[src/verilog/cache_pkg.sv]
`default_nettype none

package cache_pkg;

	// address split of a word address: tag | index | offset
	localparam int addr_bits      = 32;
	localparam int word_bits      = 32;
	localparam int words_per_line = 4;
	localparam int offset_bits    = $clog2(words_per_line); // word inside line
	localparam int index_bits     = 4;
	localparam int num_sets       = 1 << index_bits;        // 16 sets
	localparam int tag_bits       = addr_bits - index_bits - offset_bits;
	localparam int line_bits      = word_bits * words_per_line;

	// controller states
	typedef enum logic [2:0] {
		idle,
		lookup,
		write_back,  // dirty victim goes out first
		refill,
		install,
		respond
	} cache_state_t;

	// request kind
	typedef enum logic {
		op_read,
		op_write
	} cache_op_t;

endpackage

`default_nettype wire

[src/verilog/line_buffer.sv]
`timescale 1ns/1ps
`default_nettype none

module line_buffer import cache_pkg::*; (
	input  wire                    clk,
	input  wire                    reset,
	input  wire  [line_bits-1:0]   rline,
	input  wire  [word_bits-1:0]   mem_rdata,
	input  wire  [word_bits-1:0]   wdata,
	input  wire  [offset_bits-1:0] offset,
	input  wire  [offset_bits-1:0] beat,
	input  wire  cache_op_t        op,
	input  wire                    load,
	input  wire                    shift,
	input  wire                    merge,
	output logic [line_bits-1:0]   wline,
	output logic [word_bits-1:0]   rdata_up,
	output logic [word_bits-1:0]   mem_wdata
);

	logic [words_per_line-1:0][word_bits-1:0] line_q;
	logic [words_per_line-1:0][word_bits-1:0] line_d;

	// later controls win, so a merge lands on top of the last refill word
	always_comb begin
		line_d = line_q;
		if (load)
			line_d = rline;                 // victim or hit line
		if (shift)
			line_d[beat] = mem_rdata;       // refill beat
		if (merge && op == op_write)
			line_d[offset] = wdata;
	end

	always_ff @(posedge clk or negedge reset) begin
		if (!reset)
			line_q <= '0;
		else
			line_q <= line_d;
	end

	assign wline     = line_q;
	assign rdata_up  = line_q[offset];
	assign mem_wdata = line_q[beat];       // write-back stream

endmodule

`default_nettype wire

[config.mk]
export PLATFORM = sky130hd
export DESIGN_NAME = line_buffer
export DESIGN_NICKNAME = d
export VERILOG_FILES = /design/src/verilog/cache_pkg.sv /design/src/verilog/line_buffer.sv
export SDC_FILE = /design/constraint.sdc
export NUM_CORES = 1
export LEC_CHECK = 0
export BUFFER_PORTS_ARGS = -buffer_cell sky130_fd_sc_hd__buf_2
export CORE_MARGIN = 4
export CORE_UTILIZATION = 37
export DETAILED_ROUTE_END_ITERATION = 7
export PLACE_DENSITY_LB_ADDON = 0.15
export SLEW_MARGIN = 25
export SYNTH_ARGS = -nofsm -noshare
export SYNTH_HDL_FRONTEND = slang
export SYNTH_SLANG_ARGS = --single-unit
[constraint.sdc]
create_clock -name clk -period 1.5 [get_ports clk]
set_input_delay 0.3 -clock clk [delete_from_list [all_inputs] [get_ports clk]]
set_output_delay 0.3 -clock clk [all_outputs]
set_load 0.02 [all_outputs]
==> summary.md <==
| Metric | Value |
|---|---|
| Status | complete, but fails checks |
| Failing checks | negative setup slack |
| Largest net degree at the start of global routing | 44 |
| WS Path Type | reg -> out |
| Final wirelength | slightly below 40,000 µm |
| Max-slew violation count | 0 |
| CP Capture Type | output pin |
| Max incr delay on CP | between 500 and 600 ps |
| Register clock-pin slew on the reported worst setup and hold paths | 60 ps |
| Area added between synthesis and finish | 47.5% |
| Slew @ Worst Pin | 385 ps |
| Register area share after synthesis | 34.7% |
| PortBufs | 393 |
| Critical Path Start | wline[30]$_DFF_PN0_ |
| Mux contribution to synthesized area | 15.6% |
| H-Tree Depth | 4 |
| Post-Syn Area per Cell | 9.75 µm² |
| Minimum clock period | 1820 ps |
| DIE WIDTH | 166 µm |
| CP arrival | 1520 ps |
| Switching Power | 4.80 mW |
| Total chip power | 14.0 mW |
| Critical Path Start Type | register |
| Endpoints failing hold | 0 |
| Clock Tree Buf Depth | 2 |
| Largest family of logic cells by synthesized area | compound AO/OA/AOI/OAI gates |
| Final period util | 121% |
| Synthesized-area fraction occupied by adder cells | 0% |
| Die H | 166 µm |
| Critical path endpoint | rdata_up[30] |
| Cell Count, Final, Fillers Out | roughly 1,700 |
| # DRC | 0 |
| Sw Ratio | 34.3% |
| Clk pwr share | between 30% and 40% |
| Grt ovf | 0 |
| CTS tree | built |
| Total of max-cap violations | 0 |
| Setup WS post-layout | -321 ps |
| Nets | 1,587 |
| Max reg flops | 128 |
| Hold Startpoint | wdata[31] |
| Vias | 9,695 |
| Cell Rows | 57 |
| Clock sinks | 128 |
| Synth Area in Simple Gates | around a fifth |
| Power Density | 1030 nW/µm² |
| CTS Buf Count | 17 |
| Worst Path Max Fanout | 4 |
| Final setup viols | 66 |
| Clk_lat worst skew | 420 ps |
| Core area | 24,400 µm² |
| Register bit total from synthesis | 128 |
| Routed Antenna Nets | 0 |
| GP Congestion | 0.829 |
| R2r endpoint | wline[121]$_DFF_PN0_ |
| Reg2reg setup slack | 280 ps |
| Pre-CTS setup slack | -237 ps |
| Tot GR Track Use | between 20% and 30% |
| Worst vdd ir | ~0.47 mV |
| Initial Util | 37.8% |
| Final core occ | 55.8% |
| Slew HR | between 70% and 80% |
| First drt pass iteration count | 8 |
| Final HPWL DP | 27,600 µm |
| Critical R2R Launch | wline[121]$_DFF_PN0_ |
| DR WL/cell | approximately 23 µm |
| Leakage | 5.86 nW |
| Die area | around 28,000 µm² |
| Drt via density | around 5.6 |
| Int Pwr | 9.21 mW |
| Synthesized area | 9230 µm² |
| Worst hold path type | in -> reg |
| First-pass GRT wire length | 60,800 µm |
| WHS | 125 ps |
| Crit path max-delay cell type | mux4_2 |
| CTS root buf | clkbuf_16 |
| R2r worst-path depth | 5 |
| Count of different cell masters after synthesis | 28 |
| Share of cells above drive strength 1 | 49.0% |
| Sequential Power Share | 30.9% |
| Cells after Synth | 946 |
| CP Cell Sequence | mux4_2 > buf_6 |
| Ys Warns | 0 |
| Placed insts | 1,632 |
| Post-Syn Nets | 1,148 |
| Compound-gate portion of the synthesized area | 24.2% |
| Gate power share | 37.8% |
| Post-synthesis xor/xnor area fraction | 0% |
| Fmax achieved | around 550 MHz |
| Unrepaired setup endpoints after global routing | true |
| Ports | roughly 390 |
| Initial antenna violation count | 5 |
| 1st-iter DRT viols | 885 |
| Worst path required time | about 1200 ps |
| Worst Skew | 0 ps |
| Vias in the first global route | 9,910 |
==> power groups by stage <==
stage,Combinational [mW],Clock (mW),Sequential (mW)
2_1_floorplan,2.13,0,4.83
3_3_place_gp,4.40,0,4.42
3_5_place_dp,4.44,0,4.42
4_1_cts,5.17,4.45,4.32
5_1_grt,5.61,4.60,4.41
6_report,5.29,4.39,4.34
==> area by class of cell <==
| class | instances | area, µm² |
|---|---|---|
| fill | 2219 | 10800 |
| tap | 324 | 405 |
| clock buffer | 20 | 457 |
| sequential | 128 | 3210 |
| clock inverter | 12 | 160 |
| antenna | 4 | 10.0 |
| multi-input combinational | 718 | 5420 |
| timing repair buffer | 520 | 3950 |
==> cells in the final DEF, fill, tap and decap left out, drive strengths merged <==
| master | count |
|---|---|
| a211oi | 128 |
| and3 | 1 |
| and3b | 2 |
| and4 | 1 |
| and4b | 2 |
| and4bb | 1 |
| buf | 519 |
| bufinv | 3 |
| clkbuf | 20 |
| clkinv | 5 |
| clkinvlp | 4 |
| dfrtp | 128 |
| diode | 4 |
| dlygate4sd3 | 1 |
| mux4 | 64 |
| nand2 | 128 |
| nand3 | 1 |
| nand3b | 2 |
| nand4 | 1 |
| nand4b | 1 |
| nor2 | 64 |
| nor2b | 128 |
| nor3b | 1 |
| o21ai | 128 |
| o31ai | 64 |
| or3b | 1 |
==> worst min path at each step <==
stage	slack, ps	endpoint	cells past startpoint
finish	120	wline[31]$_DFF_PN0_	3
global route	130	wline[89]$_DFF_PN0_	3
CTS	110	wline[31]$_DFF_PN0_	3
detailed placement	240	wline[35]$_DFF_PN0_	1
global placement	230	wline[35]$_DFF_PN0_	1
floorplan	4	wline[0]$_DFF_PN0_	0
==> synthesized netlist by cell type, drive strengths merged <==
library cell	number	share of area, %
clkbuf	26	1.1
and4	1	0.095
or3b	1	0.095
mux4	64	16
nand2	128	5.2
nor2b	128	8.7
o31ai	64	6.8
nor2	64	3.5
nand3	1	0.054
and4bb	1	0.14
nand3b	2	0.16
buf	74	5.6
a211oi	128	10
and3b	2	0.19
and3	1	0.068
dfrtp	128	35
o21ai	128	6.9
and4b	2	0.22
nand4	1	0.068
nor3b	1	0.20
nand4b	1	0.095
==> cells by family (layout without fill, tap and decap cells) <==
logic type,Yosys count,after routing
simple gates,334,334
compound gates,320,320
flops,128,128
buf+inv,100,552
mux,64,64
other cells,0,4
==> layer usage <==
metal / vias to the layer above / part of all wire (%) / GRT usage [%] / routed length [µm]
li1: 4403 / - / - / -
met1: 4749 / 41 / 37.0 / 16200
met2: 476 / 49 / 48.0 / 19500
met3: 65 / 7.0 / 4.64 / 2770
met4: 2 / 2.3 / 8.61 / 920
met5: - / 0.033 / 0 / 13
==> what timing repair did <==
item | 4_1_cts | 5_1_grt
hold buffers | 1 | 0
gates resized for setup | 136 | 23
pin swaps | 0 | 0
buffers inserted | 42 | 16
endpoints found under the hold margin | 28 | 0
endpoints found under the setup margin | 64 | 67
==> per-stage QoR <==
stage	area [µm²]	setup TNS (ps)
6_report	13600	-17100
5_1_grt	13600	-19800
4_1_cts	13400	-18360
3_5_place_dp	12000	-25030
3_3_place_gp	12000	-23360
2_1_floorplan	9240	-1160
==> worst max-delay path, delay by kind of cell, from the launching register on <==
kind,cells,cell delay [ps]
flops,1,430
buf+inv,1,160
mux,1,510
Power figures use the tool's default switching activity.
