`src/verilog/cache_pkg.sv`:
```
`default_nettype none

package cache_pkg;

	// address split of a word address: tag | index | offset
	localparam int addr_bits      = 32;
	localparam int word_bits      = 32;
	localparam int words_per_line = 4;
	localparam int offset_bits    = $clog2(words_per_line); // word inside line
	localparam int index_bits     = 4;
	localparam int num_sets       = 1 << index_bits;        // 16 sets
	localparam int tag_bits       = addr_bits - index_bits - offset_bits;
	localparam int line_bits      = word_bits * words_per_line;

	// controller states
	typedef enum logic [2:0] {
		idle,
		lookup,
		write_back,  // dirty victim goes out first
		refill,
		install,
		respond
	} cache_state_t;

	// request kind
	typedef enum logic {
		op_read,
		op_write
	} cache_op_t;

endpackage

`default_nettype wire

```
`src/verilog/cache_ctrl_fsm.sv`:
```
`timescale 1ns/1ps
`default_nettype none

module cache_ctrl_fsm import cache_pkg::*; (
	input  wire                    clk,
	input  wire                    reset,
	input  wire  [addr_bits-1:0]   addr_up,
	input  wire  [word_bits-1:0]   wdata_up,
	input  wire                    read_up,
	input  wire                    write_up,
	output logic                   ack_up,
	input  wire                    hit,
	input  wire                    hit_way,
	input  wire                    victim_way,
	input  wire                    victim_dirty,
	input  wire  [tag_bits-1:0]    victim_tag,
	input  wire  [offset_bits-1:0] beat,
	input  wire                    last,
	input  wire                    mem_ready,
	output logic [index_bits-1:0]  index,
	output logic [tag_bits-1:0]    line_tag,
	output logic [offset_bits-1:0] offset,
	output cache_op_t              op,
	output logic [word_bits-1:0]   wdata,
	output logic                   tag_we,
	output logic                   data_we,
	output logic                   fill_way,
	output logic                   set_dirty,
	output logic                   touch,
	output logic                   buf_load,
	output logic                   buf_shift,
	output logic                   buf_merge,
	output logic                   cnt_clear,
	output logic                   cnt_en,
	output logic [addr_bits-1:0]   mem_addr,
	output logic                   mem_read,
	output logic                   mem_write
);

	cache_state_t         state, state_nx;
	cache_op_t            op_q;
	logic [addr_bits-1:0] addr_q;
	logic [word_bits-1:0] wdata_q;
	logic                 hit_q;  // request took the hit path
	logic                 way_q;  // way being served or filled

	always_ff @(posedge clk or negedge reset) begin
		if (!reset) begin
			state <= idle;
			op_q  <= op_read;
			hit_q <= 1'b0;
			way_q <= 1'b0;
		end else begin
			state <= state_nx;
			if (state == idle && (read_up || write_up))
				op_q <= write_up ? op_write : op_read;
			if (state == lookup) begin
				hit_q <= hit;
				way_q <= hit ? hit_way : victim_way;
			end
		end
	end

	// request payload
	always_ff @(posedge clk) begin
		if (state == idle) begin
			addr_q  <= addr_up;
			wdata_q <= wdata_up;
		end
	end

	// in idle the store already sees the incoming index
	assign index    = (state == idle) ? addr_up[offset_bits +: index_bits]
	                                  : addr_q[offset_bits +: index_bits];
	assign line_tag = addr_q[addr_bits-1 -: tag_bits];
	assign offset   = addr_q[offset_bits-1:0];
	assign op       = op_q;
	assign wdata    = wdata_q;
	assign fill_way = way_q;

	// burst address, victim line during write-back
	assign mem_addr = {(state == write_back) ? victim_tag : line_tag,
	                   addr_q[offset_bits +: index_bits], beat};

	always_comb begin
		state_nx  = state;
		ack_up    = 1'b0;
		tag_we    = 1'b0;
		data_we   = 1'b0;
		set_dirty = 1'b0;
		touch     = 1'b0;
		buf_load  = 1'b0;
		buf_shift = 1'b0;
		buf_merge = 1'b0;
		cnt_clear = 1'b0;
		cnt_en    = 1'b0;
		mem_read  = 1'b0;
		mem_write = 1'b0;
		case (state)
			idle: begin
				if (read_up || write_up)
					state_nx = lookup;
			end
			lookup: begin
				buf_load = 1'b1;          // hit line, or victim for write-back
				if (hit) begin
					buf_merge = 1'b1;     // write hit merges right away
					state_nx  = respond;
				end else begin
					cnt_clear = 1'b1;
					state_nx  = victim_dirty ? write_back : refill;
				end
			end
			write_back: begin
				mem_write = 1'b1;
				cnt_en    = 1'b1;
				if (last)
					state_nx = refill;
			end
			refill: begin
				mem_read  = 1'b1;
				cnt_en    = 1'b1;
				buf_shift = mem_ready;
				if (last) begin
					buf_merge = 1'b1;
					state_nx  = install;
				end
			end
			install: begin
				tag_we    = 1'b1;
				data_we   = 1'b1;
				set_dirty = (op_q == op_write);
				state_nx  = respond;
			end
			respond: begin
				ack_up    = 1'b1;
				touch     = 1'b1;
				data_we   = hit_q && (op_q == op_write); // merged hit line back
				set_dirty = hit_q && (op_q == op_write);
				state_nx  = idle;
			end
			default: state_nx = idle;
		endcase
	end

endmodule

`default_nettype wire

```
`config.mk`:
```
export PLATFORM = sky130hd
export DESIGN_NAME = cache_ctrl_fsm
export DESIGN_NICKNAME = d
export VERILOG_FILES = /design/src/verilog/cache_pkg.sv /design/src/verilog/cache_ctrl_fsm.sv
export SDC_FILE = /design/constraint.sdc
export NUM_CORES = 1
export LEC_CHECK = 0
export BUFFER_PORTS_ARGS = -buffer_cell sky130_fd_sc_hd__buf_2
export CORE_ASPECT_RATIO = 0.7
export CORE_MARGIN = 5
export CORE_UTILIZATION = 30
export DETAILED_ROUTE_END_ITERATION = 10
export PLACE_DENSITY = 0.6
export SYNTH_ARGS = -nofsm -noshare
export SYNTH_HDL_FRONTEND = slang
export SYNTH_SLANG_ARGS = --single-unit
```
`constraint.sdc`:
```
create_clock -name clk -period 5.2 [get_ports clk]
set_input_delay 1.04 -clock clk [delete_from_list [all_inputs] [get_ports clk]]
set_output_delay 1.04 -clock clk [all_outputs]
set_load 0.1 [all_outputs]
```
==> impl_metrics.json, run 1 <==
{
  "synth_edf_count": 64,
  "fmax_mhz": 282,
  "cp_num_buf_inv": 2,
  "post-route-min-period_ns": 3.54,
  "path_cells": "nor3_4 > buf_4 > mux2_2 > buf_2",
  "clock_path_buffers": 2,
  "setup_viol": 0,
  "drive_gt1_share_pct": 71.9,
  "final_nets": 456,
  "ant_nets": 0,
  "yosysSeqAreaShare_pct": 73.9,
  "path_clk_slew_ns": 0.05,
  "yosys_register_bits": 70,
  "core_area_sq_um": 9110,
  "syn_nets": 245,
  "ys.flop_type": "edfxtp_1",
  "cp-start-kind": "flip-flop",
  "synth.distinct_cells": 28,
  "ctsResizeCount": 0,
  "antenna_found_initial": 0,
  "numCtsBuffers": 9,
  "yosysMostFrequentCell": "edfxtp_1",
  "fin_tns_setup_ns": 0,
  "async_flop_share_pct": 8.57,
  "slew_violations": 0,
  "finalHoldViolCount": 0,
  "port-buffer-count": 207,
  "wirelength_um": 7620,
  "synthToLayoutAreaGrowth_pct": 48.9,
  "min_path_type": "primary input to asynchronous set/reset pin",
  "crit_fanout": 32,
  "vias": 2048,
  "synthesis.area_sq_um": 2800,
  "route.detailed.drc": 0,
  "yosysWarnings": 0,
  "finClkSkew_ns": 0.00499,
  "syn_area_per_cell_sq_um": 19.6,
  "chipWidth_um": 126,
  "path_class": "flip-flop to primary output",
  "rsz0062_at_grt": "false",
  "postCtsSetupRepairBufs": 0,
  "h-tree-depth": 3,
  "n_fill_cell": 837,
  "clkLatencyLatePin_ns": 0.32,
  "cp-end-kind": "primary output",
  "wl_per_cell_um": 15.8,
  "via_per_inst": 4.24,
  "antenna_cells": 0,
  "synth_top_area_cell": "edfxtp_1",
  "synth_area_leaders": "edfxtp_1 69%, mux2_4 10%, dfrtp_1 5.4%",
  "die_h_um": 90.9,
  "place_congestion": 0.836,
  "slew_headroom_pct": 63.7,
  "cp.required_ns": 4.16,
  "cts.sinks": 70,
  "num_rows": 29,
  "cts_tree": "built",
  "cts_hold_buf": 0,
  "overflow": 0,
  "die-area_sq_um": 11400,
  "dpl.hpwl_um": 6110,
  "hold_ws_ns": 0.537,
  "dr.first_iter.drc_count": 105,
  "status": "finished clean",
  "cts_root_buf": "clkbuf_16",
  "dr.pass1.iters": 4,
  "grt_max_degree": 33,
  "netlist_top_cells_count": "64 x edfxtp_1, 19 x mux2_4, 12 x mux2_2, 7 x nor2_1, 6 x dfrtp_1",
  "post-route-period-util_pct": 68.1,
  "slowest_stage": "nor3_4",
  "grt_pass1_vias": 2059,
  "synth_cells": 143,
  "critPathTopFamily": "buffers and inverters",
  "slowest_delay_ns": 0.54,
  "track_usage_pct": 12.9,
  "max_slew.worst_pin.slew_ns": 0.543,
  "crit_arrival_ns": 2.50,
  "grt_pass1_wl_um": 11200,
  "initial_core_util_pct": 30.8,
  "maxCapViolCount": 0,
  "fin_util_pct": 45.8,
  "io-pin-count": 212,
  "netlist.area_leader.share_pct": 68.5
}
-- metal layers --
metal / track usage (%) / vias to the layer above / routed length (um)
met5: 0 / - / 0
met4: 3.79 / 0 / 73
met3: 8.51 / 8 / 1070
met2: 20.6 / 130 / 3530
met1: 14.0 / 949 / 2940
li1: - / 961 / -
-- layout by cell type (no fill, tap or decap), types with 2 or more instances in the layout --
cell type	n
clkbuf_16	9
nor2_1	7
o31ai_1	2
mux2_2	12
clkbuf_1	2
dfrtp_1	6
edfxtp_1	64
nand2b_1	2
clkinv_2	3
mux2_4	19
buf_2	207
a21oi_1	2
buf_4	2
nand2_1	4
-- area by class of cell --
cell class              count  area, sq um  share of cell area, %
multi-input cells          63          634                   15.2
flip-flops and latches     70         2070                   49.6
well taps                 124          155                   3.72
inverters                   1         3.75                 0.0899
clock inverters             5         26.3                  0.629
clock buffers              11          233                   5.57
repair buffers            209         1050                   25.2
-- cell families after synthesis --
logic type | count (synthesis) | share of synthesized area, %
multiplexers | 32 | 15.4
AND/OR/NAND/NOR | 23 | 5.00
buffers and inverters | 10 | 3.70
AO/OA/AOI/OAI | 7 | 1.74
XOR/XNOR | 1 | 0.312
flip-flops | 70 | 73.9
-- registers in the layout (all words and copies together) (netlist names) --
| register | flops |
|---|---|
| addr_q | 32 |
| fill_way | 1 |
| hit_q | 1 |
| op | 1 |
| state | 3 |
| wdata | 32 |
-- final timing paths --
check	cells past startpoint	slack, ns	startpoint	endpoint
max in group asynchronous	1	4.51	reset	op$_DFFE_PN0P_
max reg2reg	2	3.34	state[0]$_DFFE_PN0P_	wdata[28]$_DFFE_PP_
min	1	0.54	reset	state[0]$_DFFE_PN0P_
min reg2reg	2	0.55	fill_way$_DFFE_PN0P_	fill_way$_DFFE_PN0P_
min in group clk	2	0.55	fill_way$_DFFE_PN0P_	fill_way$_DFFE_PN0P_
max	4	1.66	state[0]$_DFFE_PN0P_	index[2]
-- worst register-to-register path: cells and delay by family (launching register included) --
kind / cells / cell delay [ns]
flops: 1 / 0.49
simple gates: 1 / 0.54
buf+inv: 1 / 0.47
-- stage by stage --
step / instances / instance area, sq um / worst slack (ns)
final: 483 / 4180 / 1.66
after global routing: 483 / 4180 / 1.50
after CTS: 483 / 4180 / 1.61
after detailed placement: 467 / 3920 / 1.98
after global placement: 467 / 3920 / 2.03
after floorplan: 143 / 2800 / 0.0116
Power of run 1 is left out: the tool's default activity adds up to more than one toggle a clock period on the data nets, which glitch-free logic cannot reach.
==> run 2: changes to the inputs <==
==> constraint.sdc (replaced) <==
create_clock -name clk -period 3.4 [get_ports clk]
set_input_delay 0.68 -clock clk [delete_from_list [all_inputs] [get_ports clk]]
set_output_delay 0.68 -clock clk [all_outputs]
set_load 0.1 [all_outputs]
==> impl_metrics.json, run 2 (synthesis gave the netlist of run 1 again) <==
{
  "via_per_inst": 4.30,
  "io-pin-count": 212,
  "dr.first_iter.drc_count": 88,
  "drive_gt1_share_pct": 73.0,
  "grt_pass1_wl_um": 11800,
  "finalHoldViolCount": 0,
  "crit_arrival_ns": 2.28,
  "cts_hold_buf": 0,
  "timing.final.ws_setup_ns": 0.437,
  "cp.required_ns": 2.72,
  "clkLatencyLatePin_ns": 0.33,
  "setup_viol": 0,
  "grt_max_degree": 40,
  "overflow": 0,
  "cts.sinks": 70,
  "final_common_cell": "buf_2",
  "mostFrequentLayoutCells": "207 x buf_2, 64 x edfxtp_1, 19 x mux2_4, 12 x mux2_2, 9 x clkbuf_16",
  "wl_per_cell_um": 16.2,
  "status": "finished clean",
  "route.detailed.drc": 0,
  "antenna_found_initial": 0,
  "cp-end-kind": "primary output",
  "fin_tns_setup_ns": 0,
  "cts_tree": "built",
  "synthToLayoutAreaGrowth_pct": 51.3,
  "initial_core_util_pct": 30.8,
  "grt_pass1_vias": 2190,
  "rsz0062_at_grt": "false",
  "slowest_stage": "dfrtp_1",
  "numCtsBuffers": 9,
  "postCtsSetupRepairBufs": 0,
  "finClkSkew_ns": 0.00578,
  "wirelength_um": 7850,
  "fmax_mhz": 338,
  "fin_util_pct": 46.6,
  "post-route-min-period_ns": 2.96,
  "cp-start-kind": "flip-flop",
  "antenna_cells": 0,
  "crit_fanout": 27,
  "post-route-period-util_pct": 87.1,
  "clock_path_buffers": 2,
  "path_cells": "nor2b_4 > and2_4 > mux2_2 > buf_2",
  "final_nets": 456,
  "max_slew.worst_pin.slew_ns": 0.531,
  "path_class": "flip-flop to primary output",
  "path_clk_slew_ns": 0.06,
  "cts_root_buf": "clkbuf_16",
  "maxCapViolCount": 0,
  "track_usage_pct": 13.5,
  "die_h_um": 90.9,
  "place_congestion": 0.829,
  "dp_worst_setup_slack_ns": 0.758,
  "slowest_delay_ns": 0.57,
  "die-area_sq_um": 11400,
  "chipWidth_um": 126,
  "h-tree-depth": 3,
  "dr.pass1.iters": 4,
  "num_rows": 29,
  "ant_nets": 0,
  "core_area_sq_um": 9110,
  "slew_headroom_pct": 64.5,
  "vias": 2078,
  "slew_violations": 0,
  "port-buffer-count": 207,
  "ctsResizeCount": 0,
  "min_path_type": "primary input to asynchronous set/reset pin"
}
run 2: final cells by class:
cell class	count	area (sq um)
Inverter	1	3.75
Tap cell	124	155
Clock inverter	7	88.8
Timing Repair Buffer	209	1050
Sequential cell	70	2070
Clock buffer	9	225
Fill cell	855	4860
Multi-Input combinational cell	63	647
run 2: worst max-delay path, delay by kind of cell, from the launching register on:
family / cells / cell delay (ns)
buffers and inverters: 1 / 0.29
DFF: 1 / 0.57
muxes: 1 / 0.39
and+or+nand+nor: 2 / 0.69
run 2: per-layer routing:
metal	wire [um]	vias to the layer above	GRT usage, %
li1	-	967	-
met1	3120	972	15.3
met2	3610	128	20.8
met3	1010	11	7.92
met4	109	0	5.14
met5	0	-	0
run 2: final timing paths:
path                       depth (start not counted)              endpoint  slack [ns]                  from
max                                                4          mem_addr[31]        0.44  state[1]$_DFFE_PN0P_
min                                                1  state[1]$_DFFE_PN0P_        0.18                 reset
max reg2reg                                        4        op$_DFFE_PN0P_        1.37  state[1]$_DFFE_PN0P_
min reg2reg                                        2  fill_way$_DFFE_PN0P_        0.53  fill_way$_DFFE_PN0P_
max in group asynchronous                          1  state[2]$_DFFE_PN0P_        3.07                 reset
min in group clk                                   1   wdata[23]$_DFFE_PP_        0.52          wdata_up[23]
run 2: through the flow:
stage                     hold slack (ns)  cell area [sq um]  std cells
after global placement              0.513               3930        467
after global routing                0.169               4240        483
after CTS                           0.156               4240        483
after detailed placement            0.516               3930        467
after floorplan                     0.384               2820        143
final                               0.175               4240        483
Power of run 2 is left out for the same reason.
